==> src/distribute_pkg.sv <==
// lane distributor shared definitions
// lane and bus widths, fifo sizing, sequencer config and state
// used by both the input and the output path

package distribute_pkg;

  localparam int num_lanes      = 4;                       // lanes per path
  localparam int group_size     = 4;                       // items per lane word
  localparam int data_width     = 8;                       // bits per item
  localparam int lane_width     = group_size * data_width; // 32 bit lane word
  localparam int iter_width     = 16;                      // iteration counter
  localparam int reads_width    = 16;                      // reads per iteration counter
  localparam int fifo_depth     = 4;                       // slots per lane fifo
  localparam int fifo_ptr_width = 2;                       // log2 of fifo_depth

  // one lane word, group_size items packed
  typedef logic [lane_width-1:0] lane_t;

  // all lanes side by side, lane 0 in the low bits
  typedef lane_t [num_lanes-1:0] lane_bus_t;

  // one weight item per output lane
  typedef logic [num_lanes-1:0][data_width-1:0] weight_t;

  // run configuration, sampled on the configure pulse
  typedef struct packed {
    logic [iter_width-1:0]  num_iters;  // iterations, never zero
    logic [reads_width-1:0] num_reads;  // reads per iteration, never zero
  } seq_cfg_t;

  // sequencer state
  typedef enum logic {
    seq_idle = 1'b0,  // waiting for configure
    seq_run  = 1'b1   // counting reads
  } seq_state_e;

endpackage

==> src/lane_fifo.sv <==
// lane fifo
// show-ahead synchronous fifo, head word always on rd_data
// occupancy counter drives empty, full and almost_full
// avail upstream is taken from full and almost_full so that one
// write may still be in flight when the flag rises

`timescale 1ns/1ps

module lane_fifo #(
  parameter int width = 32  // word width
) (
  input  logic             clk,
  input  logic             rst,          // sync, active low
  input  logic [width-1:0] wr_data,
  input  logic             wr,           // push wr_data
  output logic             full,
  output logic             almost_full,  // one slot left
  output logic [width-1:0] rd_data,      // head word
  input  logic             rd,           // pop head
  output logic             empty
);

  logic [width-1:0] mem [distribute_pkg::fifo_depth];  // storage, no reset
  logic [distribute_pkg::fifo_ptr_width-1:0] wr_ptr;   // wraps at fifo_depth
  logic [distribute_pkg::fifo_ptr_width-1:0] rd_ptr;
  logic [distribute_pkg::fifo_ptr_width:0]   count;    // 0..fifo_depth
  logic do_wr;
  logic do_rd;

  assign do_wr = wr & ~full;   // guarded, protocol keeps this true anyway
  assign do_rd = rd & ~empty;

  // flags straight from occupancy
  assign empty       = (count == '0);
  assign full        = (count == (distribute_pkg::fifo_ptr_width+1)'(distribute_pkg::fifo_depth));
  assign almost_full = (count == (distribute_pkg::fifo_ptr_width+1)'(distribute_pkg::fifo_depth-1));

  assign rd_data = mem[rd_ptr];  // show-ahead

  // payload write
  always_ff @(posedge clk) begin
    if (do_wr) begin
      mem[wr_ptr] <= wr_data;
    end
  end

  // pointers and occupancy
  always_ff @(posedge clk) begin
    if (!rst) begin
      wr_ptr <= '0;
      rd_ptr <= '0;
      count  <= '0;
    end else begin
      if (do_wr) wr_ptr <= wr_ptr + 1'b1;  // natural wrap
      if (do_rd) rd_ptr <= rd_ptr + 1'b1;
      case ({do_wr, do_rd})
        2'b10:   count <= count + 1'b1;
        2'b01:   count <= count - 1'b1;
        default: count <= count;         // both or neither
      endcase
    end
  end

  // upstream must respect avail
  a_no_wr_full: assert property (@(posedge clk) disable iff (!rst) wr |-> !full)
    else $error("lane_fifo write while full");

  // parent only pops lanes it saw non-empty
  a_no_rd_empty: assert property (@(posedge clk) disable iff (!rst) rd |-> !empty)
    else $error("lane_fifo read while empty");

endmodule

==> src/read_sequencer.sv <==
// read sequencer
// counts performed reads per iteration and iterations per run
// configure loads a new run and overrides any run in progress
// first_read marks the first read of every iteration
// state moves one edge after the read strobe

`timescale 1ns/1ps

module read_sequencer (
  input  logic                     clk,
  input  logic                     rst,         // sync, active low
  input  logic                     configure,   // load cfg, start run
  input  distribute_pkg::seq_cfg_t cfg,
  input  logic                     read,        // performed read from parent
  output logic                     busy,        // run in progress
  output logic                     first_read   // reads counter still at its copy
);

  distribute_pkg::seq_state_e state_q;
  logic [distribute_pkg::reads_width-1:0] reads_q;       // down counter
  logic [distribute_pkg::reads_width-1:0] reads_copy_q;  // reload value
  logic [distribute_pkg::iter_width-1:0]  iters_q;       // iterations left
  logic last_read;
  logic last_iter;

  assign last_read = (reads_q == (distribute_pkg::reads_width)'(1));
  assign last_iter = (iters_q == (distribute_pkg::iter_width)'(1));

  assign busy       = (state_q == distribute_pkg::seq_run);
  assign first_read = busy & (reads_q == reads_copy_q);

  // reload copy, only meaningful while busy
  always_ff @(posedge clk) begin
    if (configure) begin
      reads_copy_q <= cfg.num_reads;
    end
  end

  always_ff @(posedge clk) begin
    if (!rst) begin
      state_q <= distribute_pkg::seq_idle;
      reads_q <= '0;
      iters_q <= '0;
    end else if (configure) begin
      // new run wins over anything in flight
      state_q <= distribute_pkg::seq_run;
      reads_q <= cfg.num_reads;
      iters_q <= cfg.num_iters;
    end else if (read) begin
      if (last_read) begin
        reads_q <= reads_copy_q;               // next iteration
        if (last_iter) begin
          state_q <= distribute_pkg::seq_idle; // run done
        end else begin
          iters_q <= iters_q - 1'b1;
        end
      end else begin
        reads_q <= reads_q - 1'b1;
      end
    end
  end

  // parent gates its strobe with busy
  a_no_read_idle: assert property (@(posedge clk) disable iff (!rst)
    read |-> (state_q == distribute_pkg::seq_run))
    else $error("read strobe while sequencer idle");

  // zero counts would never terminate
  a_cfg_nonzero: assert property (@(posedge clk) disable iff (!rst)
    configure |-> (cfg.num_iters != '0) && (cfg.num_reads != '0))
    else $error("configure with zero iterations or reads");

endmodule

==> src/distribute_in.sv <==
// distribute_in
// input path of the lane distributor
// one fifo per activation lane plus one weight fifo
// a read sends all activation lanes out, weights only on the
// first read of each iteration
// read needs busy, every lane non-empty and every output avail

`timescale 1ns/1ps

module distribute_in (
  input  logic                                 clk,
  input  logic                                 rst,            // sync, active low
  input  logic                                 configure,
  input  distribute_pkg::seq_cfg_t             cfg,
  input  distribute_pkg::lane_bus_t            act_data,       // activation lanes in
  input  logic [distribute_pkg::num_lanes-1:0] act_valid,
  output logic [distribute_pkg::num_lanes-1:0] act_avail,
  input  distribute_pkg::weight_t              wgt_data,       // weight word in
  input  logic                                 wgt_valid,
  output logic                                 wgt_avail,
  output distribute_pkg::lane_bus_t            act_out,        // activation lanes out
  output logic                                 act_out_valid,  // one bit for all lanes
  input  logic [distribute_pkg::num_lanes-1:0] act_out_avail,
  output distribute_pkg::weight_t              wgt_out,
  output logic                                 wgt_out_valid,
  input  logic                                 wgt_out_avail,
  output logic                                 busy
);

  logic [distribute_pkg::num_lanes-1:0] act_full;
  logic [distribute_pkg::num_lanes-1:0] act_afull;
  logic [distribute_pkg::num_lanes-1:0] act_empty;
  logic wgt_full;
  logic wgt_afull;
  logic wgt_empty;
  logic first_read;
  logic wgt_ok;      // weight side ready, or not needed
  logic read;        // performed read this cycle

  // weights only matter on a first read
  assign wgt_ok = ~first_read | (~wgt_empty & wgt_out_avail);
  assign read   = busy & ~(|act_empty) & (&act_out_avail) & wgt_ok;

  assign act_out_valid = read;
  assign wgt_out_valid = read & first_read;

  // activation lanes, pop all on every read
  for (genvar i = 0; i < distribute_pkg::num_lanes; i++) begin : g_act
    assign act_avail[i] = ~act_full[i] & ~act_afull[i];  // room for one in flight
    lane_fifo #(
      .width       (distribute_pkg::lane_width)
    ) act_fifo_inst (
      .clk         (clk),
      .rst         (rst),
      .wr_data     (act_data[i]),
      .wr          (act_valid[i]),
      .full        (act_full[i]),
      .almost_full (act_afull[i]),
      .rd_data     (act_out[i]),   // lane i straight to output i
      .rd          (read),
      .empty       (act_empty[i])
    );
  end

  assign wgt_avail = ~wgt_full & ~wgt_afull;

  // single weight fifo, popped on first reads only
  lane_fifo #(
    .width       ($bits(distribute_pkg::weight_t))
  ) wgt_fifo_inst (
    .clk         (clk),
    .rst         (rst),
    .wr_data     (wgt_data),
    .wr          (wgt_valid),
    .full        (wgt_full),
    .almost_full (wgt_afull),
    .rd_data     (wgt_out),
    .rd          (wgt_out_valid),
    .empty       (wgt_empty)
  );

  read_sequencer seq_inst (
    .clk        (clk),
    .rst        (rst),
    .configure  (configure),
    .cfg        (cfg),
    .read       (read),
    .busy       (busy),
    .first_read (first_read)
  );

  // run only ends on the last performed read
  a_busy_fall: assert property (@(posedge clk) disable iff (!rst)
    $fell(busy) |-> $past(act_out_valid))
    else $error("distribute_in busy fell without a read");

endmodule

==> src/distribute_out.sv <==
// distribute_out
// output path of the lane distributor
// one fifo per result lane, lane i forwarded to output i
// read needs busy, every lane non-empty and every output avail

`timescale 1ns/1ps

module distribute_out (
  input  logic                                 clk,
  input  logic                                 rst,            // sync, active low
  input  logic                                 configure,
  input  distribute_pkg::seq_cfg_t             cfg,
  input  distribute_pkg::lane_bus_t            res_data,       // result lanes in
  input  logic [distribute_pkg::num_lanes-1:0] res_valid,
  output logic [distribute_pkg::num_lanes-1:0] res_avail,
  output distribute_pkg::lane_bus_t            res_out,        // result lanes out
  output logic                                 res_out_valid,  // one bit for all lanes
  input  logic [distribute_pkg::num_lanes-1:0] res_out_avail,
  output logic                                 busy
);

  logic [distribute_pkg::num_lanes-1:0] res_full;
  logic [distribute_pkg::num_lanes-1:0] res_afull;
  logic [distribute_pkg::num_lanes-1:0] res_empty;
  logic read;

  assign read          = busy & ~(|res_empty) & (&res_out_avail);
  assign res_out_valid = read;

  for (genvar i = 0; i < distribute_pkg::num_lanes; i++) begin : g_res
    assign res_avail[i] = ~res_full[i] & ~res_afull[i];
    lane_fifo #(
      .width       (distribute_pkg::lane_width)
    ) res_fifo_inst (
      .clk         (clk),
      .rst         (rst),
      .wr_data     (res_data[i]),
      .wr          (res_valid[i]),
      .full        (res_full[i]),
      .almost_full (res_afull[i]),
      .rd_data     (res_out[i]),   // straight forward
      .rd          (read),
      .empty       (res_empty[i])
    );
  end

  // every read alike here, no first read gating
  read_sequencer seq_inst (
    .clk        (clk),
    .rst        (rst),
    .configure  (configure),
    .cfg        (cfg),
    .read       (read),
    .busy       (busy),
    .first_read ()
  );

  // run only ends on the last performed read
  a_busy_fall: assert property (@(posedge clk) disable iff (!rst)
    $fell(busy) |-> $past(res_out_valid))
    else $error("distribute_out busy fell without a read");

endmodule

==> src/distribute_top.sv <==
// lane distributor top
// input path and output path side by side
// the two paths share clock and reset only, each has its own configure
// no logic here, instances only

`timescale 1ns/1ps

module distribute_top (
  input  logic                                 clk,
  input  logic                                 rst,               // sync, active low
  // input path
  input  logic                                 in_configure,
  input  distribute_pkg::seq_cfg_t             in_cfg,
  input  distribute_pkg::lane_bus_t            in_act_data,
  input  logic [distribute_pkg::num_lanes-1:0] in_act_valid,
  output logic [distribute_pkg::num_lanes-1:0] in_act_avail,
  input  distribute_pkg::weight_t              in_wgt_data,
  input  logic                                 in_wgt_valid,
  output logic                                 in_wgt_avail,
  output distribute_pkg::lane_bus_t            in_act_out,
  output logic                                 in_act_out_valid,
  input  logic [distribute_pkg::num_lanes-1:0] in_act_out_avail,
  output distribute_pkg::weight_t              in_wgt_out,
  output logic                                 in_wgt_out_valid,
  input  logic                                 in_wgt_out_avail,
  output logic                                 in_busy,
  // output path
  input  logic                                 out_configure,
  input  distribute_pkg::seq_cfg_t             out_cfg,
  input  distribute_pkg::lane_bus_t            out_res_data,
  input  logic [distribute_pkg::num_lanes-1:0] out_res_valid,
  output logic [distribute_pkg::num_lanes-1:0] out_res_avail,
  output distribute_pkg::lane_bus_t            out_res_out,
  output logic                                 out_res_out_valid,
  input  logic [distribute_pkg::num_lanes-1:0] out_res_out_avail,
  output logic                                 out_busy
);

  // activations and weights toward the array
  distribute_in distribute_in_inst (
    .clk           (clk),
    .rst           (rst),
    .configure     (in_configure),
    .cfg           (in_cfg),
    .act_data      (in_act_data),
    .act_valid     (in_act_valid),
    .act_avail     (in_act_avail),
    .wgt_data      (in_wgt_data),
    .wgt_valid     (in_wgt_valid),
    .wgt_avail     (in_wgt_avail),
    .act_out       (in_act_out),
    .act_out_valid (in_act_out_valid),
    .act_out_avail (in_act_out_avail),
    .wgt_out       (in_wgt_out),
    .wgt_out_valid (in_wgt_out_valid),
    .wgt_out_avail (in_wgt_out_avail),
    .busy          (in_busy)
  );

  // results back from the array
  distribute_out distribute_out_inst (
    .clk           (clk),
    .rst           (rst),
    .configure     (out_configure),
    .cfg           (out_cfg),
    .res_data      (out_res_data),
    .res_valid     (out_res_valid),
    .res_avail     (out_res_avail),
    .res_out       (out_res_out),
    .res_out_valid (out_res_out_valid),
    .res_out_avail (out_res_out_avail),
    .busy          (out_busy)
  );

endmodule

==> config.mk <==
export PLATFORM = sky130hd
export DESIGN_NAME = distribute_top
export DESIGN_NICKNAME = d
export VERILOG_FILES = /design/src/distribute_pkg.sv /design/src/lane_fifo.sv /design/src/read_sequencer.sv /design/src/distribute_in.sv /design/src/distribute_out.sv /design/src/distribute_top.sv
export SDC_FILE = /design/constraint.sdc
export NUM_CORES = 1
export LEC_CHECK = 0
export ABC_CLOCK_PERIOD_IN_PS = 3100
export BUFFER_PORTS_ARGS = -buffer_cell sky130_fd_sc_hd__buf_2
export CORE_MARGIN = 2
export CORE_UTILIZATION = 45
export DETAILED_ROUTE_END_ITERATION = 10
export GPL_TIMING_DRIVEN = 0
export MAX_ROUTING_LAYER = met4
export PLACE_DENSITY = 0.67
export SLEW_MARGIN = 10
export SYNTH_ARGS = -nofsm -noshare
export SYNTH_HDL_FRONTEND = slang
export SYNTH_SLANG_ARGS = --single-unit
==> constraint.sdc <==
create_clock -name clk -period 3.1 [get_ports clk]
set_clock_uncertainty 0.2 [all_clocks]
set_input_delay 0.465 -clock clk [delete_from_list [all_inputs] [get_ports clk]]
set_output_delay 0.465 -clock clk [all_outputs]
set_load 0.02 [all_outputs]
Word level (Yosys, flattened, before mapping)
Memory sizes are Yosys's and may differ from the RTL's. A register that Yosys moved wholly into a read port is not among the register bits.
Cells that the tools add are included.
{"block": "totals", "reg_bits": 161, "out_inout_bits": 302, "memories": 9, "ramBits": 1152, "in_bits": 374}
{"block": "classes", "addsub": 40, "eq_ne": 43, "mux": 67, "n_reduce_logical": 32, "bitwise_logic": 66}
{"memory": "distribute_in_inst.g_act[0].act_fifo_inst.mem", "depth": 4, "word_bits": 32, "read_ports": 1, "rd_clocked_by_memory_dff": 1, "write_ports": 1, "line": "lane_fifo.sv:23", "rtl": "logic [width-1:0] mem [distribute_pkg::fifo_depth];"}
{"memory": "distribute_in_inst.g_act[1].act_fifo_inst.mem", "depth": 4, "word_bits": 32, "read_ports": 1, "rd_clocked_by_memory_dff": 1, "write_ports": 1, "line": "lane_fifo.sv:23"}
{"memory": "distribute_in_inst.g_act[2].act_fifo_inst.mem", "depth": 4, "word_bits": 32, "read_ports": 1, "rd_clocked_by_memory_dff": 1, "write_ports": 1, "line": "lane_fifo.sv:23"}
{"memory": "distribute_in_inst.g_act[3].act_fifo_inst.mem", "depth": 4, "word_bits": 32, "read_ports": 1, "rd_clocked_by_memory_dff": 1, "write_ports": 1, "line": "lane_fifo.sv:23"}
{"memory": "distribute_in_inst.wgt_fifo_inst.mem", "depth": 4, "word_bits": 32, "read_ports": 1, "rd_clocked_by_memory_dff": 1, "write_ports": 1, "line": "lane_fifo.sv:23"}
{"memory": "distribute_out_inst.g_res[0].res_fifo_inst.mem", "depth": 4, "word_bits": 32, "read_ports": 1, "rd_clocked_by_memory_dff": 1, "write_ports": 1, "line": "lane_fifo.sv:23"}
{"memory": "3 more memories"}
{"op": "$mux W16", "n": 14}
{"op": "$eq A16 B1 Y1 const B", "n": 4}
{"op": "$sub A16 B1 Y16 const B", "n": 4}
{"op": "$pmux W3 S2", "n": 9}
{"op": "$add A2 B1 Y2 const B", "n": 18}
{"op": "$mux W2", "n": 18}
{"op": "$and A1 B1 Y1", "n": 35}
{"op": "$not A1 Y1", "n": 30}
{"op": "$reduce_bool A2 Y1", "n": 15}
{"op": "$add A3 B1 Y3 const B", "n": 9}
{"op": "$eq A3 B2 Y1 const B", "n": 9}
{"op": "$eq A3 B3 Y1 const B", "n": 9}
{"op": "$logic_not A3 Y1", "n": 9}
{"op": "$sub A3 B1 Y3 const B", "n": 9}
{"op": "$mux W1", "n": 26}
{"op": "$eq A2 B1 Y1 const B", "n": 9}
{"op": "$eq A2 B2 Y1 const B", "n": 9}
{"op": "$eq A16 B16 Y1", "n": 1}
{"op": "$reduce_and A3 Y1", "n": 4}
{"op": "$reduce_and A4 Y1", "n": 2}
{"op": "$reduce_or A4 Y1", "n": 2}
{"op": "$ne A2 B2 Y1 const B", "n": 2}
{"op": "$or A1 B1 Y1", "n": 1}

Logic depth before layout (Yosys ltp)
Gate-level depths: netlist of run 1.
{"block": "logic_depth", "word_depth": 10, "mapped_depth": 15, "ltp_nobuf": 11}

Modules after synthesis
From an unflattened synthesis of run 1, not the netlist that was laid out.
{"block": "unflattened", "cells_unflattened": 2643, "area_unflattened_um2": 52107.5}
{"mod": "lane_fifo", "area_per_inst_um2": 5149.9, "instances": 9, "cells_each": 222}
{"mod": "read_sequencer", "area_per_inst_um2": 2817.7, "instances": 2, "cells_each": 313}
{"mod": "distribute_in", "area_per_inst_um2": 83.8, "instances": 1, "cells_each": 12}
{"mod": "distribute_out", "area_per_inst_um2": 38.8, "instances": 1, "cells_each": 7}

Worst setup path before layout of run 1
No wires, ideal clock.
{"block": "synth_path", "path_type": "flip-flop to flip-flop", "startpoint": "register distribute_in_inst.seq_inst.reads_q[9] (netlist name)", "endpoint": "register distribute_in_inst.g_act[1].act_fifo_inst.count[2] (netlist name)", "t_required_ps": 2830, "slack_ps": -297, "path_buffers": 4, "stages_incl_launch_ff": 16, "arrival_time_ps": 3127, "setup_ps": 70, "path_cell_list": "dfxtp_1 clkbuf_1 xnor2_1 nand3_1 nor4_1 a21o_1 buf_2 buf_2 buf_2 inv_1 ha_1 inv_1 fa_1 xor2_1 or3_1 a21oi_1"}
{"block": "synth_via", "elab_chain_cells": 8}
{"item": "start: declaration", "line": "read_sequencer.sv:20", "rtl": "logic [distribute_pkg::reads_width-1:0] reads_q;"}
{"item": "start signal: assignment", "line": "read_sequencer.sv:47", "rtl": "reads_q <= cfg.num_reads;"}
{"item": "start signal: assignment", "line": "read_sequencer.sv:51", "rtl": "reads_q <= reads_copy_q;"}
{"item": "start signal: assignment", "line": "read_sequencer.sv:58", "rtl": "reads_q <= reads_q - 1'b1;"}
{"item": "$eq A16 B16 Y1 *", "line": "read_sequencer.sv:30", "rtl": "assign first_read = busy & (reads_q == reads_copy_q);"}
{"item": "$and A1 B1 Y1 *", "line": "read_sequencer.sv:30"}
{"item": "$not A1 Y1 *", "line": "distribute_in.sv:41", "rtl": "assign wgt_ok = ~first_read | (~wgt_empty & wgt_out_avail);"}
{"item": "$or A1 B1 Y1 *", "line": "distribute_in.sv:41"}
{"item": "$and A1 B1 Y1 *", "line": "distribute_in.sv:42", "rtl": "assign read = busy & ~(|act_empty) & (&act_out_avail) & wgt_ok;"}
{"item": "$and A1 B1 Y1 *", "line": "lane_fifo.sv:31", "rtl": "assign do_rd = rd & ~empty;"}
{"item": "via distribute_in_inst.g_act[1].act_fifo_inst.do_rd", "line": "lane_fifo.sv:28", "rtl": "logic do_rd;"}
{"item": "$eq A2 B1 Y1 or $eq A2 B2 Y1 (tied branches)", "line": "lane_fifo.sv:56", "rtl": "case ({do_wr, do_rd})"}
{"item": "$pmux W3 S2 or $reduce_bool A2 Y1 (tied branches)"}
{"item": "end signal: assignment", "line": "lane_fifo.sv:57", "rtl": "2'b10: count <= count + 1'b1;"}
{"item": "end signal: assignment", "line": "lane_fifo.sv:58", "rtl": "2'b01: count <= count - 1'b1;"}
{"item": "end signal: assignment", "line": "lane_fifo.sv:59", "rtl": "default: count <= count;"}
{"item": "end: declaration", "line": "lane_fifo.sv:26", "rtl": "logic [distribute_pkg::fifo_ptr_width:0] count;"}
Mark *: on every way through the listed nets, which the timed path passes. The rest lies on a longest branch.
A chain may end at the register's enable or synchronous reset.

Worst setup path in the final report of run 1
{"block": "layout_path", "startpoint": "register distribute_in_inst.wgt_fifo_inst.count[0] (netlist name)", "endpoint": "output in_act_out_valid"}
{"block": "layout_via", "elab_chain_cells": 5}
{"item": "start: declaration", "line": "lane_fifo.sv:26"}
{"item": "start signal: assignment", "line": "lane_fifo.sv:57"}
{"item": "start signal: assignment", "line": "lane_fifo.sv:58"}
{"item": "start signal: assignment", "line": "lane_fifo.sv:59"}
{"item": "$logic_not A3 Y1", "line": "lane_fifo.sv:34", "rtl": "assign empty = (count == '0);"}
{"item": "$not A1 Y1", "line": "distribute_in.sv:41"}
{"item": "$and A1 B1 Y1", "line": "distribute_in.sv:41"}
{"item": "$or A1 B1 Y1", "line": "distribute_in.sv:41"}
{"item": "$and A1 B1 Y1", "line": "distribute_in.sv:42"}
{"item": "end: declaration", "line": "distribute_top.sv:21", "rtl": "output logic in_act_out_valid,"}
No other way between the ends.

==> run_results.csv, run 1 <==
group,metric,value,unit
run,drv_cap,0,
clock_network,numCtsBuffers,141,
layout,nets,4315,
sta,relSlewSlack,0.195,
route,drt_iter0_drc,1899,
power,p_per_area,611,nW/um^2
critical_path,critPathKind,"flop to primary output",
floorplanning,fp.coreArea,113000,um^2
place,place_inst,4852,
synthesis,avgSynthCellArea,19.4,um^2
floorplanning,start_util,0.454,
critical_path,endpoint_kind,"primary output",
critical_path,max_stage_delay,0.37,ns
sta,hold_viol,0,
route,dr.pass1.iters,7,
clock_network,clkTransAtPathRegs,0.06,ns
synthesis,synth_flop_cell,"edfxtp_1",
synthesis,syn_area,51100,um^2
sta,layout_min_cycle_time,3.20,ns
grt,antenna_found_initial,22,
clock_network,cts_tree,"done",
critical_path,crit_slowest_cell,"nor4_4",
status,status,"finished, violations left",
floorplanning,die_x,341,um
critical_path,path_max_fanout,4,
grt,grt_overflow,0,
place,port_buffers,675,
grt,grt_pass1_wl,185000,um
sta,setup_viol,2,
sta,rsz0062_at_grt,"yes",
grt,grt_usage,0.218,
floorplanning,die_h,341,um
critical_path,crit_path_frequent_cell,"buf_6",
critical_path,start_kind,"flop",
route,wl,124000,um
clock_network,root_buffer,"clkbuf_16",
min_path,hold_path_class,"primary input to flop",
clock_network,cts_sinks,1331,
sta,fin_ws,-0.104,ns
critical_path,arrival,2.54,ns
sta,worst_pin_slew,1.21,ns
route,viasPerCell,5.29,
grt,grt_pass1_vias,30300,
critical_path,cp_top_family,"compound AO/OA/AOI/OAI gates",
synthesis,syn_nets,3077,
layout,final_common_cell,"edfxtp_1",
synthesis,synth_edf_count,1184,
clock_network,cts-htree-levels,4,
route,drt.antenna.violating_nets,0,
sta,hold_ws,0.0669,ns
synthesis,synth_cells,2641,
floorplanning,io_pins,676,
clock_network,clock_latency,0.75,ns
place,dpl.hpwl,84200,um
route,vias,29200,
power,ir_worst_vdd,447,uV
synthesis,yosysUniqueCellTypes,78,
floorplanning,dieArea,116000,um^2
layout,synthToLayoutAreaGrowth,29.7,%
synthesis,ys_ff_latch,1331,
layout,mostFrequentLayoutCells,"edfxtp_1, buf_2, dlygate4sd3_1",
place,pre_cts_slack,-1.14,ns
sta,clock.fmax,0.312,GHz
critical_path,crit_buf_inv,4,
route,routedWlPerCell,22.4,um
layout,fillers,8424,
place,place.gp.congestion,0.881,
sta,post-route-period-util,1.03,
synthesis,synthArstFlopShare,0,
synthesis,yosysWarnings,0,
critical_path,required,2.43,ns
synthesis,seq_area_frac_synth,0.753,
grt,grt_start_max_net_pins,29,
layout,stdcell_count,5512,
power,p_leak,23.1,nW
floorplanning,std_cell_rows,123,
sta,slew_viol_final,0,
clock_network,cts_max_path_buffers,3,
critical_path,path_cells,"o31ai_4, nand3_2, nor4_4, a21o_1, buf_6, buf_8, inv_4, buf_6",
status,violations,"negative setup slack",
layout,drive_gt1_frac,0.361,
route,drc_errors,0,
[layer usage]
layer	wire (um)	global-route usage	vias to the layer above
met3	9160	0.0580	228
met1	48900	0.266	14700
met5	0	-	-
met4	3650	0.0741	0
li1	-	-	13200
met2	61800	0.352	1038
[registers in the layout (all words and copies together), names as in the netlist, 12 cells and up, named ones only]
signal                                         count
distribute_in_inst.seq_inst.reads_q               16
distribute_out_inst.seq_inst.reads_q              16
distribute_in_inst.seq_inst.iters_q               16
distribute_out_inst.seq_inst.reads_copy_q         16
distribute_out_inst.seq_inst.iters_q              16
distribute_in_inst.wgt_fifo_inst.mem             128
distribute_out_inst.g_res.res_fifo_inst.mem      512
distribute_in_inst.g_act.act_fifo_inst.mem       512
distribute_in_inst.seq_inst.reads_copy_q          16
distribute_out_inst.g_res.res_fifo_inst.count     12
distribute_in_inst.g_act.act_fifo_inst.count      12
[worst reg2reg max path: stages (launching register included)]
cell and delay, ns:
dfxtp_4 0.36, o31ai_4 0.36, nand3_2 0.14, nor4_4 0.37, a21o_1 0.20, buf_6 0.11
buf_8 0.11, buf_4 0.13, inv_1 0.05, ha_2 0.17, inv_1 0.07, fa_2 0.19
xor2_1 0.07, or3_1 0.30, a21oi_1 0.14
[through the flow]
step	power [mW]	util	cell area, um^2	setup TNS [ns]
detailed placement	24.1	0.509	57300	-20.56
global route	41.9	0.589	66300	-0.460
floorplan	22.6	-	51200	0
CTS	40.9	0.586	66100	-4.53
global placement	23.8	0.501	56400	-28.04
finish	40.5	0.589	66300	-0.114
[final cells by class]
type,instances,area [um^2],share of cell area
multi-input combinational,1104,12200,0.185
buffer,107,642,0.00968
antenna,20,50.0,0.000754
timing repair buffer,1109,8160,0.123
tap,1500,1880,0.0283
inverter,85,329,0.00496
clock inverter,72,652,0.00983
clock buffer,184,3840,0.0578
sequential,1331,38500,0.581
[logic make-up (layout without fill, tap and decap cells)]
family,after synthesis,count (layout),synth area share
flip-flops,1331,1331,0.753
other,0,20,0
XOR/XNOR,62,62,0.0106
multiplexers,303,303,0.130
buffers and inverters,206,1557,0.0154
AND/OR/NAND/NOR,421,421,0.0436
adder cells (fa/ha/maj),62,62,0.0165
AO/OA/AOI/OAI,256,256,0.0312
[synthesized netlist by cell type (25+ instances only)]
cell / n / area share
mux4_2: 288 / 0.13
nand3_1: 36 / 0.0035
edfxtp_1: 1184 / 0.70
clkbuf_1: 71 / 0.0052
or3_1: 27 / 0.0033
ha_1: 53 / 0.013
a21oi_1: 71 / 0.0069
xnor2_1: 38 / 0.0065
nor3_1: 35 / 0.0034
inv_1: 81 / 0.0059
nor2_1: 107 / 0.0079
o21ai_0: 75 / 0.0073
and2_1: 25 / 0.0031
dfxtp_1: 147 / 0.058
nand2_1: 82 / 0.0060
buf_1: 40 / 0.0029
[path summary, 6_finish.rpt]
kind / from / endpoint / slack (ns) / cells past startpoint
worst min-delay path: out_res_valid[2] / flop / 0.07 / 4
worst max register to register: distribute_in_inst.wgt_fifo_inst.count[0] / flop / 0.05 / 14
worst max-delay path: distribute_in_inst.wgt_fifo_inst.count[0] / in_act_out_valid / -0.10 / 8
worst min register to register: flop / flop / 0.27 / 2
[power breakdown]
part / switching [mW] / internal, mW
combinational: 1.96 / 1.45
sequential: 0.303 / 20.5
clock: 6.90 / 9.45
total: 9.16 / 31.4
[timing repair]
item / in CTS / in global routing
setup endpoints to repair: 320 / 120
setup buffers: 27 / 11
pin swaps: 16 / 19
resized for setup: 251 / 65
hold endpoints to repair: 1296 / 0
hold buffers: 360 / 0
(Power assumes the default switching activity.)
==> run 2: changes to the inputs <==
CORE_ASPECT_RATIO = 1.75   (was not set)
GPL_ROUTABILITY_DRIVEN = 0   (was not set)
RECOVER_POWER = 25   (was not set)
==> run_results.csv, run 2 (synthesized netlist as in run 1, its figures left out) <==
group,metric,value,unit
status,status,"finished, violations left",
status,violations,"negative setup slack",
layout,stdcell_count,5465,
sta,hold_ws,0.0608,ns
route,wl,126000,um
sta,layout_min_cycle_time,3.15,ns
critical_path,startpoint,"distribute_in_inst.seq_inst.reads_copy_q[3]",
clock_network,cts_max_path_buffers,3,
route,wl_met2,65500,um
grt,antenna_found_initial,35,
route,vias,29200,
route,drt.antenna.violating_nets,0,
floorplanning,dieArea,116000,um^2
critical_path,max_stage_delay,0.56,ns
layout,final_common_cell,"edfxtp_1",
layout,top_regs,"distribute_in_inst.g_act.act_fifo_inst.mem (512), distribute_out_inst.g_res.res_fifo_inst.mem (512), distribute_in_inst.wgt_fifo_inst.mem (128)",
route,routedWlPerCell,23.1,um
route,drc_errors,0,
sta,hold_viol,0,
layout,synthToLayoutAreaGrowth,27.7,%
sta,setup_viol,3,
grt,grt_start_max_net_pins,30,
sta,slew_viol_final,0,
power,p_leak,22.1,nW
layout,nets,4290,
layout,mostFrequentLayoutCells,"edfxtp_1, buf_2, dlygate4sd3_1",
route,drt_iter0_drc,2032,
run,drv_cap,0,
floorplanning,io_pins,676,
clock_network,root_buffer,"clkbuf_16",
grt,grt_pass1_vias,30800,
grt,grt_usage,0.222,
power,ir_worst_vdd,512,uV
place,dpl.hpwl,86800,um
critical_path,required,3.52,ns
clock_network,cts-htree-levels,3,
sta,worst_pin_slew,1.09,ns
floorplanning,std_cell_rows,163,
critical_path,path_max_fanout,2,
sta,post-route-period-util,1.02,
floorplanning,die_x,259,um
clock_network,clkTransAtPathRegs,0.07,ns
place,port_buffers,675,
route,top_layer,"met4",
clock_network,clock_latency,0.71,ns
place,pre_cts_slack,-1.29,ns
min_path,hold_start,"out_res_valid[3]",
grt,grt_pass1_wl,189000,um
floorplanning,fp.coreArea,113000,um^2
sta,fin_ws,-0.0505,ns
sta,rsz0062_at_grt,"yes",
place,place_inst,4837,
clock_network,cts_sinks,1331,
critical_path,endpoint_kind,"flop",
critical_path,crit_slowest_cell,"or4_4",
critical_path,start_kind,"flop",
route,viasPerCell,5.35,
power,p_per_area,590,nW/um^2
critical_path,arrival,3.57,ns
sta,relSlewSlack,0.275,
route,wl_met3,9680,um
clock_network,cts_tree,"done",
power,finalPower,38.5,mW
route,dr.pass1.iters,5,
floorplanning,start_util,0.453,
floorplanning,die_h,450,um
grt,grt_overflow,0,
min_path,hold_path_class,"primary input to flop",
critical_path,path_cells,"xnor2_2, nand4_1, or4_4, nor3_4, ha_2, inv_2, fa_2, xor2_1, or3_1, a21oi_2",
route,wl_met1,46600,um
layout,fillers,8523,
clock_network,numCtsBuffers,116,
critical_path,regToRegStartpoint,"distribute_in_inst.seq_inst.reads_copy_q[3]",
sta,clock.fmax,0.317,GHz
critical_path,critPathKind,"flop to flop",
layout,drive_gt1_frac,0.306,
## run 2: changes by cell type in the layout (fill, tap and decap cells not counted), sizes merged
cell / previous run / this run
dlygate4sd3: 360 / 359
diode: 20 / 33
clkinvlp: 2 / 10
clkbuf: 247 / 382
bufinv: 8 / 13
buf: 793 / 611
inv: 96 / 86
## run 2: where the power goes
| group | internal (mW) | switching, mW | total (mW) |
|---|---|---|---|
| Sequential | 20.5 | 0.305 | 20.8 |
| Clock | 8.01 | 6.37 | 14.4 |
| Combinational | 1.39 | 1.96 | 3.35 |
## run 2: critical path: cells and delay by family (launching register included)
kind	cells	cell delay, ns
AOI/OAI and AO/OA	1	0.12
xor gates and xnor gates	2	0.41
adders and majority gates	2	0.56
buffers and inverters	1	0.04
DFF	1	0.44
and+or+nand+nor	4	1.32
## run 2: per-stage QoR
| step | util | area [um^2] | setup TNS [ns] |
|---|---|---|---|
| finish | 0.579 | 65300 | -0.118 |
| detailed placement | 0.508 | 57300 | -26.37 |
| floorplan | - | 51200 | 0 |
| global placement | 0.500 | 56400 | -83.12 |
| CTS | 0.578 | 65200 | -0.337 |
| global route | 0.579 | 65300 | -0.648 |
## run 2: area by class of cell
class / count / area [um^2] / share of cell area
sequential: 1331 / 38500 / 0.590
multi-input combinational: 1104 / 12200 / 0.187
timing repair buffer: 1109 / 7890 / 0.121
clock buffer: 136 / 3000 / 0.0459
tap: 1485 / 1860 / 0.0285
clock inverter: 75 / 769 / 0.0118
buffer: 107 / 632 / 0.00968
inverter: 85 / 329 / 0.00504
antenna: 33 / 82.6 / 0.00126
## run 2: what timing repair did
| item | in CTS | in global routing |
|---|---|---|
| endpoints found under the setup margin | 333 | 72 |
| buffers inserted | 21 | 19 |
| hold endpoints to repair | 1270 | 0 |
| pin swaps | 16 | 19 |
| resized for setup | 244 | 37 |
| hold buffers | 359 | 0 |
## run 2: worst paths after layout
path | to | cells after the start | slack [ns]
setup / recovery | distribute_in_inst.wgt_fifo_inst.count[2] | 10 | -0.05
hold / removal | flop | 4 | 0.06
setup reg to reg | distribute_in_inst.wgt_fifo_inst.count[2] | 10 | -0.05
hold reg to reg | flop | 2 | 0.28
## run 2: routing by layer
layer	up-vias	track usage
met3	225	0.0556
met2	1065	0.379
met5	-	-
met4	0	0.0813
li1	13100	-
met1	14800	0.252
